## config.mk

```make
export PLATFORM = sky130hd
export DESIGN_NAME = sens_parallel12
export DESIGN_NICKNAME = d
export VERILOG_FILES = /design/src/design/sens_par_pkg.sv /design/src/design/sens_cmd_deser.sv /design/src/design/sens_ctrl_regs.sv /design/src/design/sens_hact_regen.sv /design/src/design/sens_pgm_pins.sv /design/src/design/sens_status_gen.sv /design/src/design/sens_parallel12.sv
export SDC_FILE = /design/constraint.sdc
export NUM_CORES = 1
export LEC_CHECK = 0
export ABC_AREA = 1
export BUFFER_PORTS_ARGS = -buffer_cell sky130_fd_sc_hd__buf_2
export CAP_MARGIN = 5
export CORE_AREA = 4 4 121 123
export CTS_BUF_LIST = sky130_fd_sc_hd__clkbuf_2
export DETAILED_ROUTE_END_ITERATION = 7
export DIE_AREA = 0 0 125 127
export PLACE_DENSITY = 0.73
export SYNTH_ARGS = -nofsm -noshare
export SYNTH_HDL_FRONTEND = slang
export SYNTH_SLANG_ARGS = --single-unit
```

## constraint.sdc

```tcl
create_clock -name mclk -period 3.7 [get_ports mclk]
set_input_delay 0.555 -clock mclk [delete_from_list [all_inputs] [get_ports mclk]]
set_output_delay 0.555 -clock mclk [all_outputs]
set_load 0.05 [all_outputs]
```

## src/design/sens_par_pkg.sv

```systemverilog
// shared types, register offsets and bit positions of the parallel sensor port, imported where needed
package sens_par_pkg;

    typedef logic [7:0]  cmd_byte_t;       // one byte of command or status stream
    typedef logic [15:0] cmd_addr_t;       // full command address
    typedef logic [2:0]  reg_sel_t;        // register offset inside window
    typedef logic [31:0] cmd_data_t;       // command payload
    typedef logic [15:0] line_width_t;     // regenerated line width
    typedef logic [11:0] pixel_t;          // one pixel sample
    typedef logic [13:0] status_payload_t; // pin and state bits sent upstream

    localparam reg_sel_t SENSIO_CTRL   = 3'd0; // mrst/arst/aro pairs
    localparam reg_sel_t SENSIO_STATUS = 3'd1; // bit 0 request, bit 1 auto mode
    localparam reg_sel_t SENSIO_JTAG   = 3'd2; // external fpga programming pins
    localparam reg_sel_t SENSIO_WIDTH  = 3'd3; // line width, 0 follows hact

    localparam int JTAG_PGMEN = 8; // programming mode enable
    localparam int JTAG_PROG  = 6; // prog_b, driven inverted
    localparam int JTAG_TCK   = 4;
    localparam int JTAG_TMS   = 2;
    localparam int JTAG_TDI   = 0;

    localparam int CTRL_MRST = 0;
    localparam int CTRL_ARST = 2;
    localparam int CTRL_ARO  = 4;

    localparam int CMD_NUM_BYTES = 6; // al, ah, d0..d3

    typedef enum logic [1:0] {
        IDLE,  // nothing pending
        REQ,   // request raised, waiting for start
        BYTE1, // sequence and low payload bits
        BYTE2  // high payload bits
    } status_state_t;

endpackage

```

## src/design/sens_cmd_deser.sv

```systemverilog
// collects the six-byte command stream and issues one write pulse for the sensor register window
`timescale 1ns/1ps

module sens_cmd_deser
    import sens_par_pkg::*;
#(
    parameter cmd_addr_t SENSIO_ADDR      = 16'h0330, // window base
    parameter cmd_addr_t SENSIO_ADDR_MASK = 16'h07f8  // address bits compared
) (
    input  logic      mclk,
    input  logic      rst,
    input  cmd_byte_t cmd_ad_i,   // al, ah, d0..d3 on consecutive cycles
    input  logic      cmd_stb_i,  // high with first byte
    output reg_sel_t  cmd_a_o,    // low address bits
    output cmd_data_t cmd_data_o,
    output logic      cmd_we_o    // cycle after last byte, window hits only
);

    logic [2:0]  byte_cnt;  // 0 idle, else index of byte now on bus
    logic [39:0] sr;        // first five bytes, al ends up lowest
    logic        last_byte;
    cmd_addr_t   addr;

    assign last_byte = byte_cnt == 3'(CMD_NUM_BYTES - 1);
    assign addr      = sr[15:0]; // {ah, al} once five bytes are in

    always_ff @(posedge mclk or posedge rst) begin
        if (rst) begin
            byte_cnt <= '0;
            cmd_we_o <= 1'b0;
        end else begin
            if (cmd_stb_i)
                byte_cnt <= 3'd1;
            else if (last_byte)
                byte_cnt <= '0;                 // command complete
            else if (byte_cnt != '0)
                byte_cnt <= byte_cnt + 3'd1;
            cmd_we_o <= last_byte &&
                        ((addr & SENSIO_ADDR_MASK) == (SENSIO_ADDR & SENSIO_ADDR_MASK));
        end
    end

    always_ff @(posedge mclk) begin
        sr <= {cmd_ad_i, sr[39:8]};             // shift in from the top
        if (last_byte) begin
            cmd_data_o <= {cmd_ad_i, sr[39:16]}; // d3 arriving now, d0 least significant
            cmd_a_o    <= sr[2:0];
        end
    end

    // the source never starts a command before the previous one is done
    a_no_overlap: assert property (@(posedge mclk) disable iff (rst)
        cmd_stb_i |-> byte_cnt == '0);

    a_we_pulse: assert property (@(posedge mclk) disable iff (rst)
        cmd_we_o |=> !cmd_we_o);

endmodule

```

## src/design/sens_ctrl_regs.sv

```systemverilog
// decodes register writes into control and jtag pin levels, line width and status requests
`timescale 1ns/1ps

module sens_ctrl_regs
    import sens_par_pkg::*;
(
    input  logic        mclk,
    input  logic        rst,
    input  reg_sel_t    cmd_a_i,
    input  cmd_data_t   cmd_data_i,
    input  logic        cmd_we_i,
    output logic        pgmen_o,          // external fpga programming mode
    output logic        prog_o,
    output logic        tck_o,
    output logic        tms_o,
    output logic        tdi_o,
    output logic        imrst_o,          // sensor master reset level
    output logic        iarst_o,
    output logic        iaro_soft_o,      // aro when not triggered
    output line_width_t width_m1_o,       // width minus one
    output logic        width_internal_o, // regenerate hact from width
    output logic        status_req_o,     // one cycle status request
    output logic        status_auto_o     // send status on every change
);

    cmd_data_t data_r;       // write data, aligned with decoded strobes
    logic      set_ctrl_r;
    logic      set_status_r;
    logic      set_jtag_r;
    logic      set_width_r;

    // pair 3 sets, 2 clears, 0/1 holds
    function automatic logic pair_upd(input logic cur, input logic [1:0] pair);
        return pair[1] ? pair[0] : cur;
    endfunction

    assign status_req_o = set_status_r && data_r[0];

    always_ff @(posedge mclk) begin
        if (cmd_we_i)
            data_r <= cmd_data_i;
    end

    always_ff @(posedge mclk or posedge rst) begin
        if (rst) begin
            set_ctrl_r       <= 1'b0;
            set_status_r     <= 1'b0;
            set_jtag_r       <= 1'b0;
            set_width_r      <= 1'b0;
            pgmen_o          <= 1'b0;
            prog_o           <= 1'b0;
            tck_o            <= 1'b0;
            tms_o            <= 1'b0;
            tdi_o            <= 1'b0;
            imrst_o          <= 1'b0;
            iarst_o          <= 1'b0;
            iaro_soft_o      <= 1'b0;
            width_m1_o       <= '0;
            width_internal_o <= 1'b0;
            status_auto_o    <= 1'b0;
        end else begin
            set_ctrl_r   <= cmd_we_i && (cmd_a_i == SENSIO_CTRL);  // other offsets dropped
            set_status_r <= cmd_we_i && (cmd_a_i == SENSIO_STATUS);
            set_jtag_r   <= cmd_we_i && (cmd_a_i == SENSIO_JTAG);
            set_width_r  <= cmd_we_i && (cmd_a_i == SENSIO_WIDTH);
            if (set_jtag_r) begin
                pgmen_o <= pair_upd(pgmen_o, data_r[JTAG_PGMEN +: 2]);
                prog_o  <= pair_upd(prog_o,  data_r[JTAG_PROG  +: 2]);
                tck_o   <= pair_upd(tck_o,   data_r[JTAG_TCK   +: 2]);
                tms_o   <= pair_upd(tms_o,   data_r[JTAG_TMS   +: 2]);
                tdi_o   <= pair_upd(tdi_o,   data_r[JTAG_TDI   +: 2]);
            end
            if (set_ctrl_r) begin
                imrst_o     <= pair_upd(imrst_o,     data_r[CTRL_MRST +: 2]);
                iarst_o     <= pair_upd(iarst_o,     data_r[CTRL_ARST +: 2]);
                iaro_soft_o <= pair_upd(iaro_soft_o, data_r[CTRL_ARO  +: 2]); // own enable
            end
            if (set_width_r) begin
                width_m1_o       <= line_width_t'(data_r) - 1'b1;
                width_internal_o <= |line_width_t'(data_r); // 0 keeps received hact
            end
            if (set_status_r)
                status_auto_o <= data_r[1];
        end
    end

    a_one_strobe: assert property (@(posedge mclk) disable iff (rst)
        $onehot0({set_ctrl_r, set_status_r, set_jtag_r, set_width_r}));

endmodule

```

## src/design/sens_hact_regen.sv

```systemverilog
// passes on the received line-valid signal or regenerates it from the programmed line width
`timescale 1ns/1ps

module sens_hact_regen
    import sens_par_pkg::*;
(
    input  logic        mclk,
    input  logic        rst,
    input  logic        hact_s_i,         // hact, already sampled once
    input  line_width_t width_m1_i,
    input  logic        width_internal_i, // 1 counts width, 0 follows input
    output logic        hact_o
);

    logic        hact_d;   // delayed copy for rise detect
    logic        start;
    line_width_t cnt;      // cycles left after current one

    assign start = hact_s_i && !hact_d && !hact_o; // rises inside a line ignored

    always_ff @(posedge mclk or posedge rst) begin
        if (rst) begin
            hact_d <= 1'b0;
            hact_o <= 1'b0;
            cnt    <= '0;
        end else begin
            hact_d <= hact_s_i;
            if (start)
                hact_o <= 1'b1;
            else if (width_internal_i ? (cnt == '0) : !hact_s_i)
                hact_o <= 1'b0;
            if (start)
                cnt <= width_m1_i;
            else if (hact_o && width_internal_i)
                cnt <= cnt - 1'b1;
        end
    end

    // while counting, the line ends before the counter runs past zero
    a_no_wrap: assert property (@(posedge mclk) disable iff (rst)
        hact_o && $past(hact_o) && $past(width_internal_i) |-> cnt < $past(cnt));

endmodule

```

## src/design/sens_pgm_pins.sv

```systemverilog
// drives sensor control pins for normal sensor use or external fpga programming, probes the program pin
`timescale 1ns/1ps

module sens_pgm_pins (
    input  logic mclk,
    input  logic rst,
    input  logic trigger_mode_i, // aro follows trigger
    input  logic trig_i,
    input  logic pgmen_i,
    input  logic prog_i,
    input  logic tck_i,
    input  logic tms_i,
    input  logic tdi_i,
    input  logic imrst_i,
    input  logic iarst_i,
    input  logic iaro_soft_i,
    input  logic senspgm_s_i,    // sampled program pin
    output logic aro_o,          // aro or tck
    output logic arst_o,         // arst or tms
    output logic mrst_o,
    output logic mrst_oe_o,      // off while reading done
    output logic senspgm_o,
    output logic senspgm_oe_o,
    output logic pxd0_o,         // tdi to external fpga
    output logic pxd0_oe_o,
    output logic iaro_o,
    output logic force_o         // program pin level probed after programming
);

    logic pgmen_d;

    assign iaro_o       = trigger_mode_i ? ~trig_i : iaro_soft_i; // trigger active low
    assign aro_o        = pgmen_i ? tck_i : iaro_o;
    assign arst_o       = pgmen_i ? tms_i : iarst_i;
    assign mrst_o       = imrst_i;
    assign mrst_oe_o    = ~pgmen_i;                 // mrst reads done when programming
    assign senspgm_o    = pgmen_i ? ~prog_i : force_o;
    assign senspgm_oe_o = pgmen_i | force_o;
    assign pxd0_o       = tdi_i;
    assign pxd0_oe_o    = pgmen_i;

    always_ff @(posedge mclk or posedge rst) begin
        if (rst) begin
            pgmen_d <= 1'b0;
            force_o <= 1'b0;
        end else begin
            pgmen_d <= pgmen_i;
            if (pgmen_d && !pgmen_i)
                force_o <= senspgm_s_i; // keep level the board left on the pin
        end
    end

endmodule

```

## src/design/sens_status_gen.sv

```systemverilog
// collects pin and state bits and sends them upstream as three-byte status packets
`timescale 1ns/1ps

module sens_status_gen
    import sens_par_pkg::*;
#(
    parameter cmd_byte_t STATUS_REG_ADDR = 8'h31 // first byte of every packet
) (
    input  logic            mclk,
    input  logic            rst,
    input  logic            status_req_i,   // one cycle request
    input  logic            status_auto_i,  // send on every payload change
    input  status_payload_t payload_i,
    output cmd_byte_t       status_ad_o,    // addr, {seq, p[5:0]}, p[13:6]
    output logic            status_rq_o,
    input  logic            status_start_i  // grant, address byte goes now
);

    status_state_t   state;
    status_payload_t last_sent;  // payload of previous packet
    logic [1:0]      seq;        // wraps at 4
    cmd_byte_t       ad_r;
    cmd_byte_t       hi_byte;    // held for third byte
    logic            req_pend;   // request seen while sending
    logic            grant;

    assign grant       = (state == REQ) && status_start_i;
    assign status_rq_o = state == REQ;
    assign status_ad_o = grant ? STATUS_REG_ADDR : ad_r;

    always_ff @(posedge mclk or posedge rst) begin
        if (rst) begin
            state     <= IDLE;
            last_sent <= '0;
            seq       <= '0;
            ad_r      <= '0;
            req_pend  <= 1'b0;
        end else begin
            if (state == IDLE)
                req_pend <= 1'b0;
            else if (status_req_i && state != REQ)
                req_pend <= 1'b1;             // served once back in idle
            case (state)
                IDLE: begin
                    if (status_req_i || req_pend || (status_auto_i && payload_i != last_sent))
                        state <= REQ;
                end
                REQ: begin
                    if (status_start_i) begin
                        last_sent <= payload_i;
                        ad_r      <= {seq, payload_i[5:0]};
                        state     <= BYTE1;
                    end
                end
                BYTE1: begin
                    ad_r  <= hi_byte;
                    state <= BYTE2;
                end
                default: begin
                    ad_r  <= '0;               // bus idle between packets
                    seq   <= seq + 2'd1;
                    state <= IDLE;
                end
            endcase
        end
    end

    always_ff @(posedge mclk) begin
        if (grant)
            hi_byte <= payload_i[13:6];
    end

    // request held until upstream grants it
    a_rq_hold: assert property (@(posedge mclk) disable iff (rst)
        status_rq_o && !status_start_i |=> status_rq_o);

endmodule

```

## src/design/sens_parallel12.sv

```systemverilog
// top level of the 12-bit parallel sensor port control core, samples the pixel bus and wires the blocks
`timescale 1ns/1ps

module sens_parallel12
    import sens_par_pkg::*;
#(
    parameter cmd_addr_t SENSIO_ADDR      = 16'h0330,
    parameter cmd_addr_t SENSIO_ADDR_MASK = 16'h07f8,
    parameter cmd_byte_t STATUS_REG_ADDR  = 8'h31
) (
    input  logic      mclk,
    input  logic      rst,
    input  cmd_byte_t cmd_ad_i,
    input  logic      cmd_stb_i,
    output cmd_byte_t status_ad_o,
    output logic      status_rq_o,
    input  logic      status_start_i,
    input  logic      trigger_mode_i,
    input  logic      trig_i,
    input  pixel_t    pxd_i,         // bit 1 is tdo while programming
    input  logic      vact_i,
    input  logic      hact_i,
    input  logic      mrst_i,        // done from external fpga
    input  logic      senspgm_i,
    output pixel_t    pxd_o,
    output logic      vact_o,
    output logic      hact_o,
    output logic      aro_o,
    output logic      arst_o,
    output logic      mrst_o,
    output logic      mrst_oe_o,
    output logic      senspgm_o,
    output logic      senspgm_oe_o,
    output logic      pxd0_o,
    output logic      pxd0_oe_o
);

    pixel_t          pxd_r;        // pin inputs, sampled once
    logic            vact_r;
    logic            hact_r;
    logic            mrst_r;
    logic            senspgm_r;
    reg_sel_t        cmd_a;
    cmd_data_t       cmd_data;
    logic            cmd_we;
    logic            pgmen, prog, tck, tms, tdi;
    logic            imrst, iarst, iaro_soft, iaro, force_pgm;
    line_width_t     width_m1;
    logic            width_internal;
    logic            status_req, status_auto;
    status_payload_t payload;

    assign pxd_o  = pxd_r;
    assign vact_o = vact_r;
    assign payload = {vact_r, hact_o, iaro, iarst, imrst, tdi, tms, tck, prog, pgmen,
                      force_pgm, senspgm_r, pxd_r[1], mrst_r}; // done in bit 0

    always_ff @(posedge mclk) begin
        pxd_r     <= pxd_i;
        vact_r    <= vact_i;
        hact_r    <= hact_i;
        mrst_r    <= mrst_i;
        senspgm_r <= senspgm_i;
    end

    sens_cmd_deser #(
        .SENSIO_ADDR      (SENSIO_ADDR),
        .SENSIO_ADDR_MASK (SENSIO_ADDR_MASK)
    ) sens_cmd_deser_i (
        .mclk (mclk), .rst (rst), .cmd_ad_i (cmd_ad_i), .cmd_stb_i (cmd_stb_i),
        .cmd_a_o (cmd_a), .cmd_data_o (cmd_data), .cmd_we_o (cmd_we)
    );

    sens_ctrl_regs sens_ctrl_regs_i (
        .mclk (mclk), .rst (rst), .cmd_a_i (cmd_a), .cmd_data_i (cmd_data), .cmd_we_i (cmd_we),
        .pgmen_o (pgmen), .prog_o (prog), .tck_o (tck), .tms_o (tms), .tdi_o (tdi),
        .imrst_o (imrst), .iarst_o (iarst), .iaro_soft_o (iaro_soft),
        .width_m1_o (width_m1), .width_internal_o (width_internal),
        .status_req_o (status_req), .status_auto_o (status_auto)
    );

    sens_hact_regen sens_hact_regen_i (
        .mclk (mclk), .rst (rst), .hact_s_i (hact_r), .width_m1_i (width_m1),
        .width_internal_i (width_internal), .hact_o (hact_o)
    );

    sens_pgm_pins sens_pgm_pins_i (
        .mclk (mclk), .rst (rst), .trigger_mode_i (trigger_mode_i), .trig_i (trig_i),
        .pgmen_i (pgmen), .prog_i (prog), .tck_i (tck), .tms_i (tms), .tdi_i (tdi),
        .imrst_i (imrst), .iarst_i (iarst), .iaro_soft_i (iaro_soft),
        .senspgm_s_i (senspgm_r),
        .aro_o (aro_o), .arst_o (arst_o), .mrst_o (mrst_o), .mrst_oe_o (mrst_oe_o),
        .senspgm_o (senspgm_o), .senspgm_oe_o (senspgm_oe_o),
        .pxd0_o (pxd0_o), .pxd0_oe_o (pxd0_oe_o), .iaro_o (iaro), .force_o (force_pgm)
    );

    sens_status_gen #(
        .STATUS_REG_ADDR (STATUS_REG_ADDR)
    ) sens_status_gen_i (
        .mclk (mclk), .rst (rst), .status_req_i (status_req), .status_auto_i (status_auto),
        .payload_i (payload), .status_ad_o (status_ad_o), .status_rq_o (status_rq_o),
        .status_start_i (status_start_i)
    );

endmodule

```

# [After elaboration in Yosys (flattened, before gate mapping)]
# Index checks and enable logic that the tools add are counted.
[totals] ramBits=0 output_inout_bits=31 word_cells=117 ff_bits=180 in_bits=30 romBits=0 memories=0 latchBits=0
[classes] eq_ne=11 n_shift=0 bitwise_logic=5 order_cmp=0 addsub=4 multipliers=0 mux=20 div=0 n_reduce_logical=40
[ops] operator="$mux 16" count=2
[ops] operator="$sub 16x1->16 const B" count=2
[ops] operator="$pmux 8 s3" count=1
[ops] operator="$reduce_and 2->1" count=11
[ops] operator="$logic_not 16->1" count=1
[ops] operator="$mux 8" count=2
[ops] operator="$reduce_or 16->1" count=1
[ops] operator="$ne 14x14->1" count=1
[ops] operator="$logic_and 1x1->1" count=13
[ops] operator="$mux 1" count=9
[ops] operator="$mux 3" count=3
[ops] operator="$eq 8x7->1 const B" count=1
[ops] operator="$eq 3x2->1 const B" count=2
[ops] operator="$pmux 2 s3" count=1
[ops] operator="$reduce_bool 2->1" count=3
[ops] operator="$reduce_bool 3->1" count=2
[ops] operator="$logic_not 1->1" count=4
[ops] operator="$mux 2" count=2
[ops] operator="$ne 2x1->1 const B" count=2
[ops] operator="$not 1->1" count=4
[ops] operator="$add 3x1->3 const B" count=1
[ops] operator="$eq 3x1->1 const B" count=1
[ops] operator="$eq 3x3->1 const B" count=1
[ops] operator="$logic_not 3->1" count=1
[ops] operator="other kinds (8)" count=9

# [Depth between registers and ports, before layout]
[logic_depth] depth_word=7 ltp_mapped=12 ltp_nobuf=12

# [Modules after synthesis]
# Synthesis repeated with hierarchy kept, for this count alone.
[hier_totals] hier_cells=790 area_unflattened_um2=7676.1
[by_module_without_submodules] module="sens_cmd_deser" instances=1 seq_area_each_um2=1951.9 cells_per_inst=106 area_each_um2=2065.7
[by_module_without_submodules] module="sens_ctrl_regs" instances=1 seq_area_each_um2=1231.2 cells_per_inst=214 area_each_um2=2060.7
[by_module_without_submodules] module="sens_status_gen" instances=1 seq_area_each_um2=915.9 cells_per_inst=231 area_each_um2=1781.7
[by_module_without_submodules] module="sens_hact_regen" instances=1 seq_area_each_um2=450.4 cells_per_inst=198 area_each_um2=1287.5
[by_module_without_submodules] module="sens_parallel12" instances=1 seq_area_each_um2=320.3 cells_per_inst=16 area_each_um2=320.3
[by_module_without_submodules] module="sens_pgm_pins" instances=1 seq_area_each_um2=50.0 cells_per_inst=25 area_each_um2=160.2

# [Least setup slack after synthesis]
# OpenSTA, ideal clock, no wires.
[synth_path] path_type="register -> output" startpoint="reg sens_status_gen_i.state[1]" endpoint="out status_ad_o[1]" t_required_ns=3.145 arrival_time_ns=1.972 slack_ns=1.173 n_path_buf=0 stages_incl_launch_ff=6 path_cell_list="dfrtp_1 -> inv_1 -> ha_1 -> nand2_1 -> inv_1 -> nor2_1"
[synth_between] elab_chain_len=3
[synth_lines] item="start, declared" line_no="sens_status_gen.sv:19" source="status_state_t state;"
[synth_lines] item="start signal, assigned" line_no="sens_status_gen.sv:33" source="state <= IDLE;"
[synth_lines] item="start signal, assigned" line_no="sens_status_gen.sv:46" source="state <= REQ;"
[synth_lines] item="start signal, assigned" line_no="sens_status_gen.sv:52" source="state <= BYTE1;"
[synth_lines] item="$eq 2x1->1"
[synth_lines] item="named net status_rq_o" line_no="sens_parallel12.sv:16" source="output logic status_rq_o,"
[synth_lines] item="$logic_and 1x1->1" line_no="sens_status_gen.sv:27" source="assign grant = (state == REQ) && status_start_i;"
[synth_lines] item="named net sens_status_gen_i.grant" line_no="sens_status_gen.sv:25" source="logic grant;"
[synth_lines] item="$mux 8" line_no="sens_status_gen.sv:29" source="assign status_ad_o = grant ? STATUS_REG_ADDR : ad_r;"
[synth_lines] item="end, declared" line_no="sens_parallel12.sv:15" source="output cmd_byte_t status_ad_o,"
# The timed path passes the listed nets, and every way through them passes these cells.

# [Worst setup path in the final report]
[layout_path] startpoint="reg sens_status_gen_i.state[1]" endpoint="out status_ad_o[7]"
[layout_between] elab_chain_len=3
[layout_lines] item="$eq 2x1->1" line_no="sens_status_gen.sv:27"
[layout_lines] item="$logic_and 1x1->1" line_no="sens_status_gen.sv:27"
[layout_lines] item="named net sens_status_gen_i.grant" line_no="sens_status_gen.sv:25"
[layout_lines] item="$mux 8" line_no="sens_status_gen.sv:29"
# The timed path passes the listed nets, and every way through them passes these cells.

==> reports/metrics.sh <==
OUTCOME='finished clean'
FINALHOLDWORSTSLACK_NS=0.216
CHIPHEIGHT_UM=127
PRE_CTS_SLACK_NS=1.27
CTS_MAX_LEVEL=4
DRT_PRE_ANTENNA_ITERS=5
POST-PLACE-CELLS=878
TIMING.CRITICAL_PATH.TO_TYPE='output pin'
MAX_CAP_VIOL_COUNT=0
WORSTSETUPSTARTPOINTTYPE='flop'
DIE_X_UM=125
GRT_MAX_DEGREE=51
PART_OF_THE_YOSYS_AREA_USED_FOR_SEQUENTIAL_ELEMENTS=0.662
CP_MAX_FO=32
WORSTHOLDENDPOINT='sens_status_gen_i.last_sent[11]$_DFFE_PP0P_'
SYNTH.YOSYS.WARNINGS=0
WORST_EP_REQUIRED_TIME_NS=3.14
MET2WIRELENGTH_MM=6.17
TIMING_WORST_SLEW_PIN_VALUE_NS=0.928
FINALWEIGHTEDCONGESTION=0.849
CRIT_PATH_ARRIVAL_TIME_NS=2.71
ROUTE.MET3.WL_UM=545
WIRELENGTH_MET1_MM=5.48
ROUTE.VIAS.TOTAL=4564
ANTENNA_CELLS=0
CTS.SINK_COUNT=180
REPORT.FINAL.SLEW_VIOL_COUNT=0
FINISHED_LAYOUT_CELLS=936
GRT_USE_TOTAL=0.166
TOP_LAYER='met4'
DRIVE_ABOVE_1_SHARE=0.155
MULTI_INPUT_AREA_MM2=0.00187
POST-ROUTE-DRC-COUNT=0
SYNTHTOPCELLSBYCOUNT='sky130_fd_sc_hd__nand2_1 (135), sky130_fd_sc_hd__inv_1 (82), sky130_fd_sc_hd__dfrtp_1 (81)'
SYN-NUM-NETS=686
CLOCK.FMAX_MHz=306
SETUP_VIOL=0
GRT-OVFL-TOTAL=0
NUM-NETS-FINAL=782
TIMING.MAX_SLEW.REL_SLACK=0.381
REG2REG_FROM='sens_status_gen_i.state[1]$_DFFE_PP0P_'
CELLPOWERDENSITY_mW_PER_MM2=521
SYNTH_TOP_AREA_CELL='sky130_fd_sc_hd__dfrtp_1'
SYNTH.FF_LATCH_COUNT=180
CLOCK-SKEW-FINAL_NS=0.0650
POWER.LEAKAGE_nW=3.55
WORST-R2R-CELL-COUNT=5
TIMING.SETUP.TNS_NS=0
NUMBER_OF_LIBRARY_CELL_TYPES_MAPPED_BY_SYNTHESIS=37
DRTANTENNAVIOLNETS=0
DETAILEDROUTE.FIRSTITERATIONVIOLATIONS=401
GRT_FIRST_PASS_WIRELENGTH_MM=21.3
AVGVIACOUNTPERCELL=4.88
DP_HPWL_MM=8.74
CTS_MADE_BUFFERS=17
POST_CTS_SETUP_BUFFER_COUNT=0
YOSYSMOSTFREQUENTCELL='sky130_fd_sc_hd__nand2_1'
TIMING.FINAL.CRIT_SHARE=0.884
FINAL_UTIL=0.564
SYNTH_EDF_COUNT=43
WIRE_PER_INST_UM=13.1
CRITICAL_PATH_CLASS='flop to output pin'
TIMING.FINAL.WS_SETUP_NS=0.430
FINALHOLDVIOLCOUNT=0
CLOCK_LATENCY_AT_THE_LATER_PIN_OF_THE_WORST_SKEW_PAIR_NS=0.72
SYNTH_CELLS=647
MIN_PATH_CELLS=4
IR_WORST_VDD_V=0.000428
CLK_TREE_ROOT_CELL='sky130_fd_sc_hd__clkbuf_2'
DIEAREA_MM2=0.0159
AREA_GROWTH_PCT=15.0
HOLDCRITSTARTPOINT='trig_i'
SYNTH_TOP_AREA_FRAC=0.302
WIRELENGTH_MM=12.3
CRIT_PATH_START='sens_status_gen_i.state[1]$_DFFE_PP0P_'
POSTSYNTH.TOPFLOPCELL='sky130_fd_sc_hd__dfrtp_1'
CTS_TREE='done'
SYNTH.TOP_CELLS.BY_AREA='sky130_fd_sc_hd__dfrtp_1 (30%), sky130_fd_sc_hd__edfxtp_1 (19%), sky130_fd_sc_hd__dfxtp_1 (17%)'
LAYOUT_MIN_CYCLE_TIME_NS=3.27
HOLD_PATH.CLASS='input port to flop'
INITIAL_CORE_UTIL=0.491
SYNTH_ASYNC_SR_FLOP_SHARE=0.450
INITIAL_ANTENNA_VIOLATION_COUNT=0
N_FILL_CELL=1186
CLOCK_PIN_SLEW_OF_THE_REGISTERS_ON_THE_WORST_CASE_SETUP_AND_HOLD_PATHS_NS=0.28
SEQUENTIAL_CELL_AREA_MM2=0.00444
REG2REG_TO='sens_status_gen_i.ad_r[0]$_DFFE_PP0P_'
SYN-MEAN-INSTANCE-AREA_UM2=10.4
DESIGN.CORE.AREA_MM2=0.0137
RSZ0062_AT_GRT='false'
CTSRESIZECOUNT=0
CTS_MAX_PATH_BUFFERS=2
GRT_PASS1_VIAS=4442
SYN-CELL-AREA_MM2=0.00671
FP-ROW-COUNT=43
BUFFER_PORTS.INSERTED=60
TIMING.REG2REG.SETUP_SLACK_NS=1.73
DESIGN.PORTCOUNT=61
HOLDBUFCOUNTCTS=26
==> registers in the layout, indices dropped and copies added (netlist names), 8 cells and up <==
register	cells
pxd_o	12
sens_cmd_deser_i.cmd_data_o	16
sens_cmd_deser_i.sr	40
sens_ctrl_regs_i.data_r	16
sens_ctrl_regs_i.width_m1_o	16
sens_hact_regen_i.cnt	16
sens_status_gen_i.ad_r	8
sens_status_gen_i.hi_byte	8
sens_status_gen_i.last_sent	14
==> worst max path at each step <==
stage / end / cells past startpoint
6_report: status_ad_o[7] / 7
3_5_place_dp: status_ad_o[7] / 7
4_1_cts: status_ad_o[7] / 7
3_3_place_gp: status_ad_o[7] / 7
5_1_grt: status_ad_o[7] / 7
2_1_floorplan: sens_cmd_deser_i.byte_cnt[0]$_DFFE_PP0P_ / 1
==> power by group <==
group | internal (mW) | leakage, nW | switching [mW] | total (mW)
registers | 2.18 | 1.97 | 0.0864 | 2.27
logic | 0.231 | 1.43 | 0.536 | 0.767
clock network | 0.281 | 0.152 | 0.704 | 0.986
==> layout make-up <==
cell class / count / share of cell area
Inverter: 87 / 0.0425
Timing Repair Buffer: 91 / 0.0776
Multi-Input combinational cell: 366 / 0.243
Tap cell: 180 / 0.0292
Sequential cell: 180 / 0.576
Clock inverter: 14 / 0.0206
Clock buffer: 18 / 0.0117
==> worst max-delay path, stage by stage (launching register included) <==
cell	delay, ns
sky130_fd_sc_hd__dfrtp_1	0.52
sky130_fd_sc_hd__inv_1	0.10
sky130_fd_sc_hd__ha_1	0.25
sky130_fd_sc_hd__nand2_1	0.09
sky130_fd_sc_hd__buf_4	0.28
sky130_fd_sc_hd__inv_1	0.30
sky130_fd_sc_hd__nor2_1	0.17
sky130_fd_sc_hd__buf_2	0.28
==> cells by family (layout without fill, tap and decap cells) <==
logic type                 Yosys count  in the layout  synth area share
xor gates and xnor gates            19             19            0.0248
and+or+nand+nor                    235            235             0.149
AOI/OAI and AO/OA                  103            103            0.0882
adders and majority gates            9              9            0.0168
DFF                                180            180             0.662
buffers and inverters              101            210            0.0591
==> per-stage QoR <==
stage | power [mW] | area (um2)
2_1_floorplan | 2.88 | 6710
3_3_place_gp | 3.01 | 7200
3_5_place_dp | 3.05 | 7200
4_1_cts | 4.06 | 7710
5_1_grt | 4.27 | 7710
6_report | 4.02 | 7710
==> metal layers <==
layer  global-route usage  vias up
li1                     -     2308
met5                    0        -
met1                0.217     2141
met4               0.0408        0
met2                0.276      108
met3               0.0481        7
==> cells in the final DEF, fill, tap and decap left out, drive strengths merged, types with 2 or more instances in the layout <==
master	count
nand4	2
nand3b	2
nand2	139
dlygate4sd3	26
clkinv	6
a21oi	17
o21a	2
nand3	33
xnor2	4
o211ai	7
o221ai	6
buf	65
nor4	3
dfxtp	56
ha	9
inv	94
nor2	49
dfrtp	81
xor2	15
edfxtp	43
nor3	4
clkbuf	18
o21ai	54
a31oi	15
(Power assumes the default switching activity.)
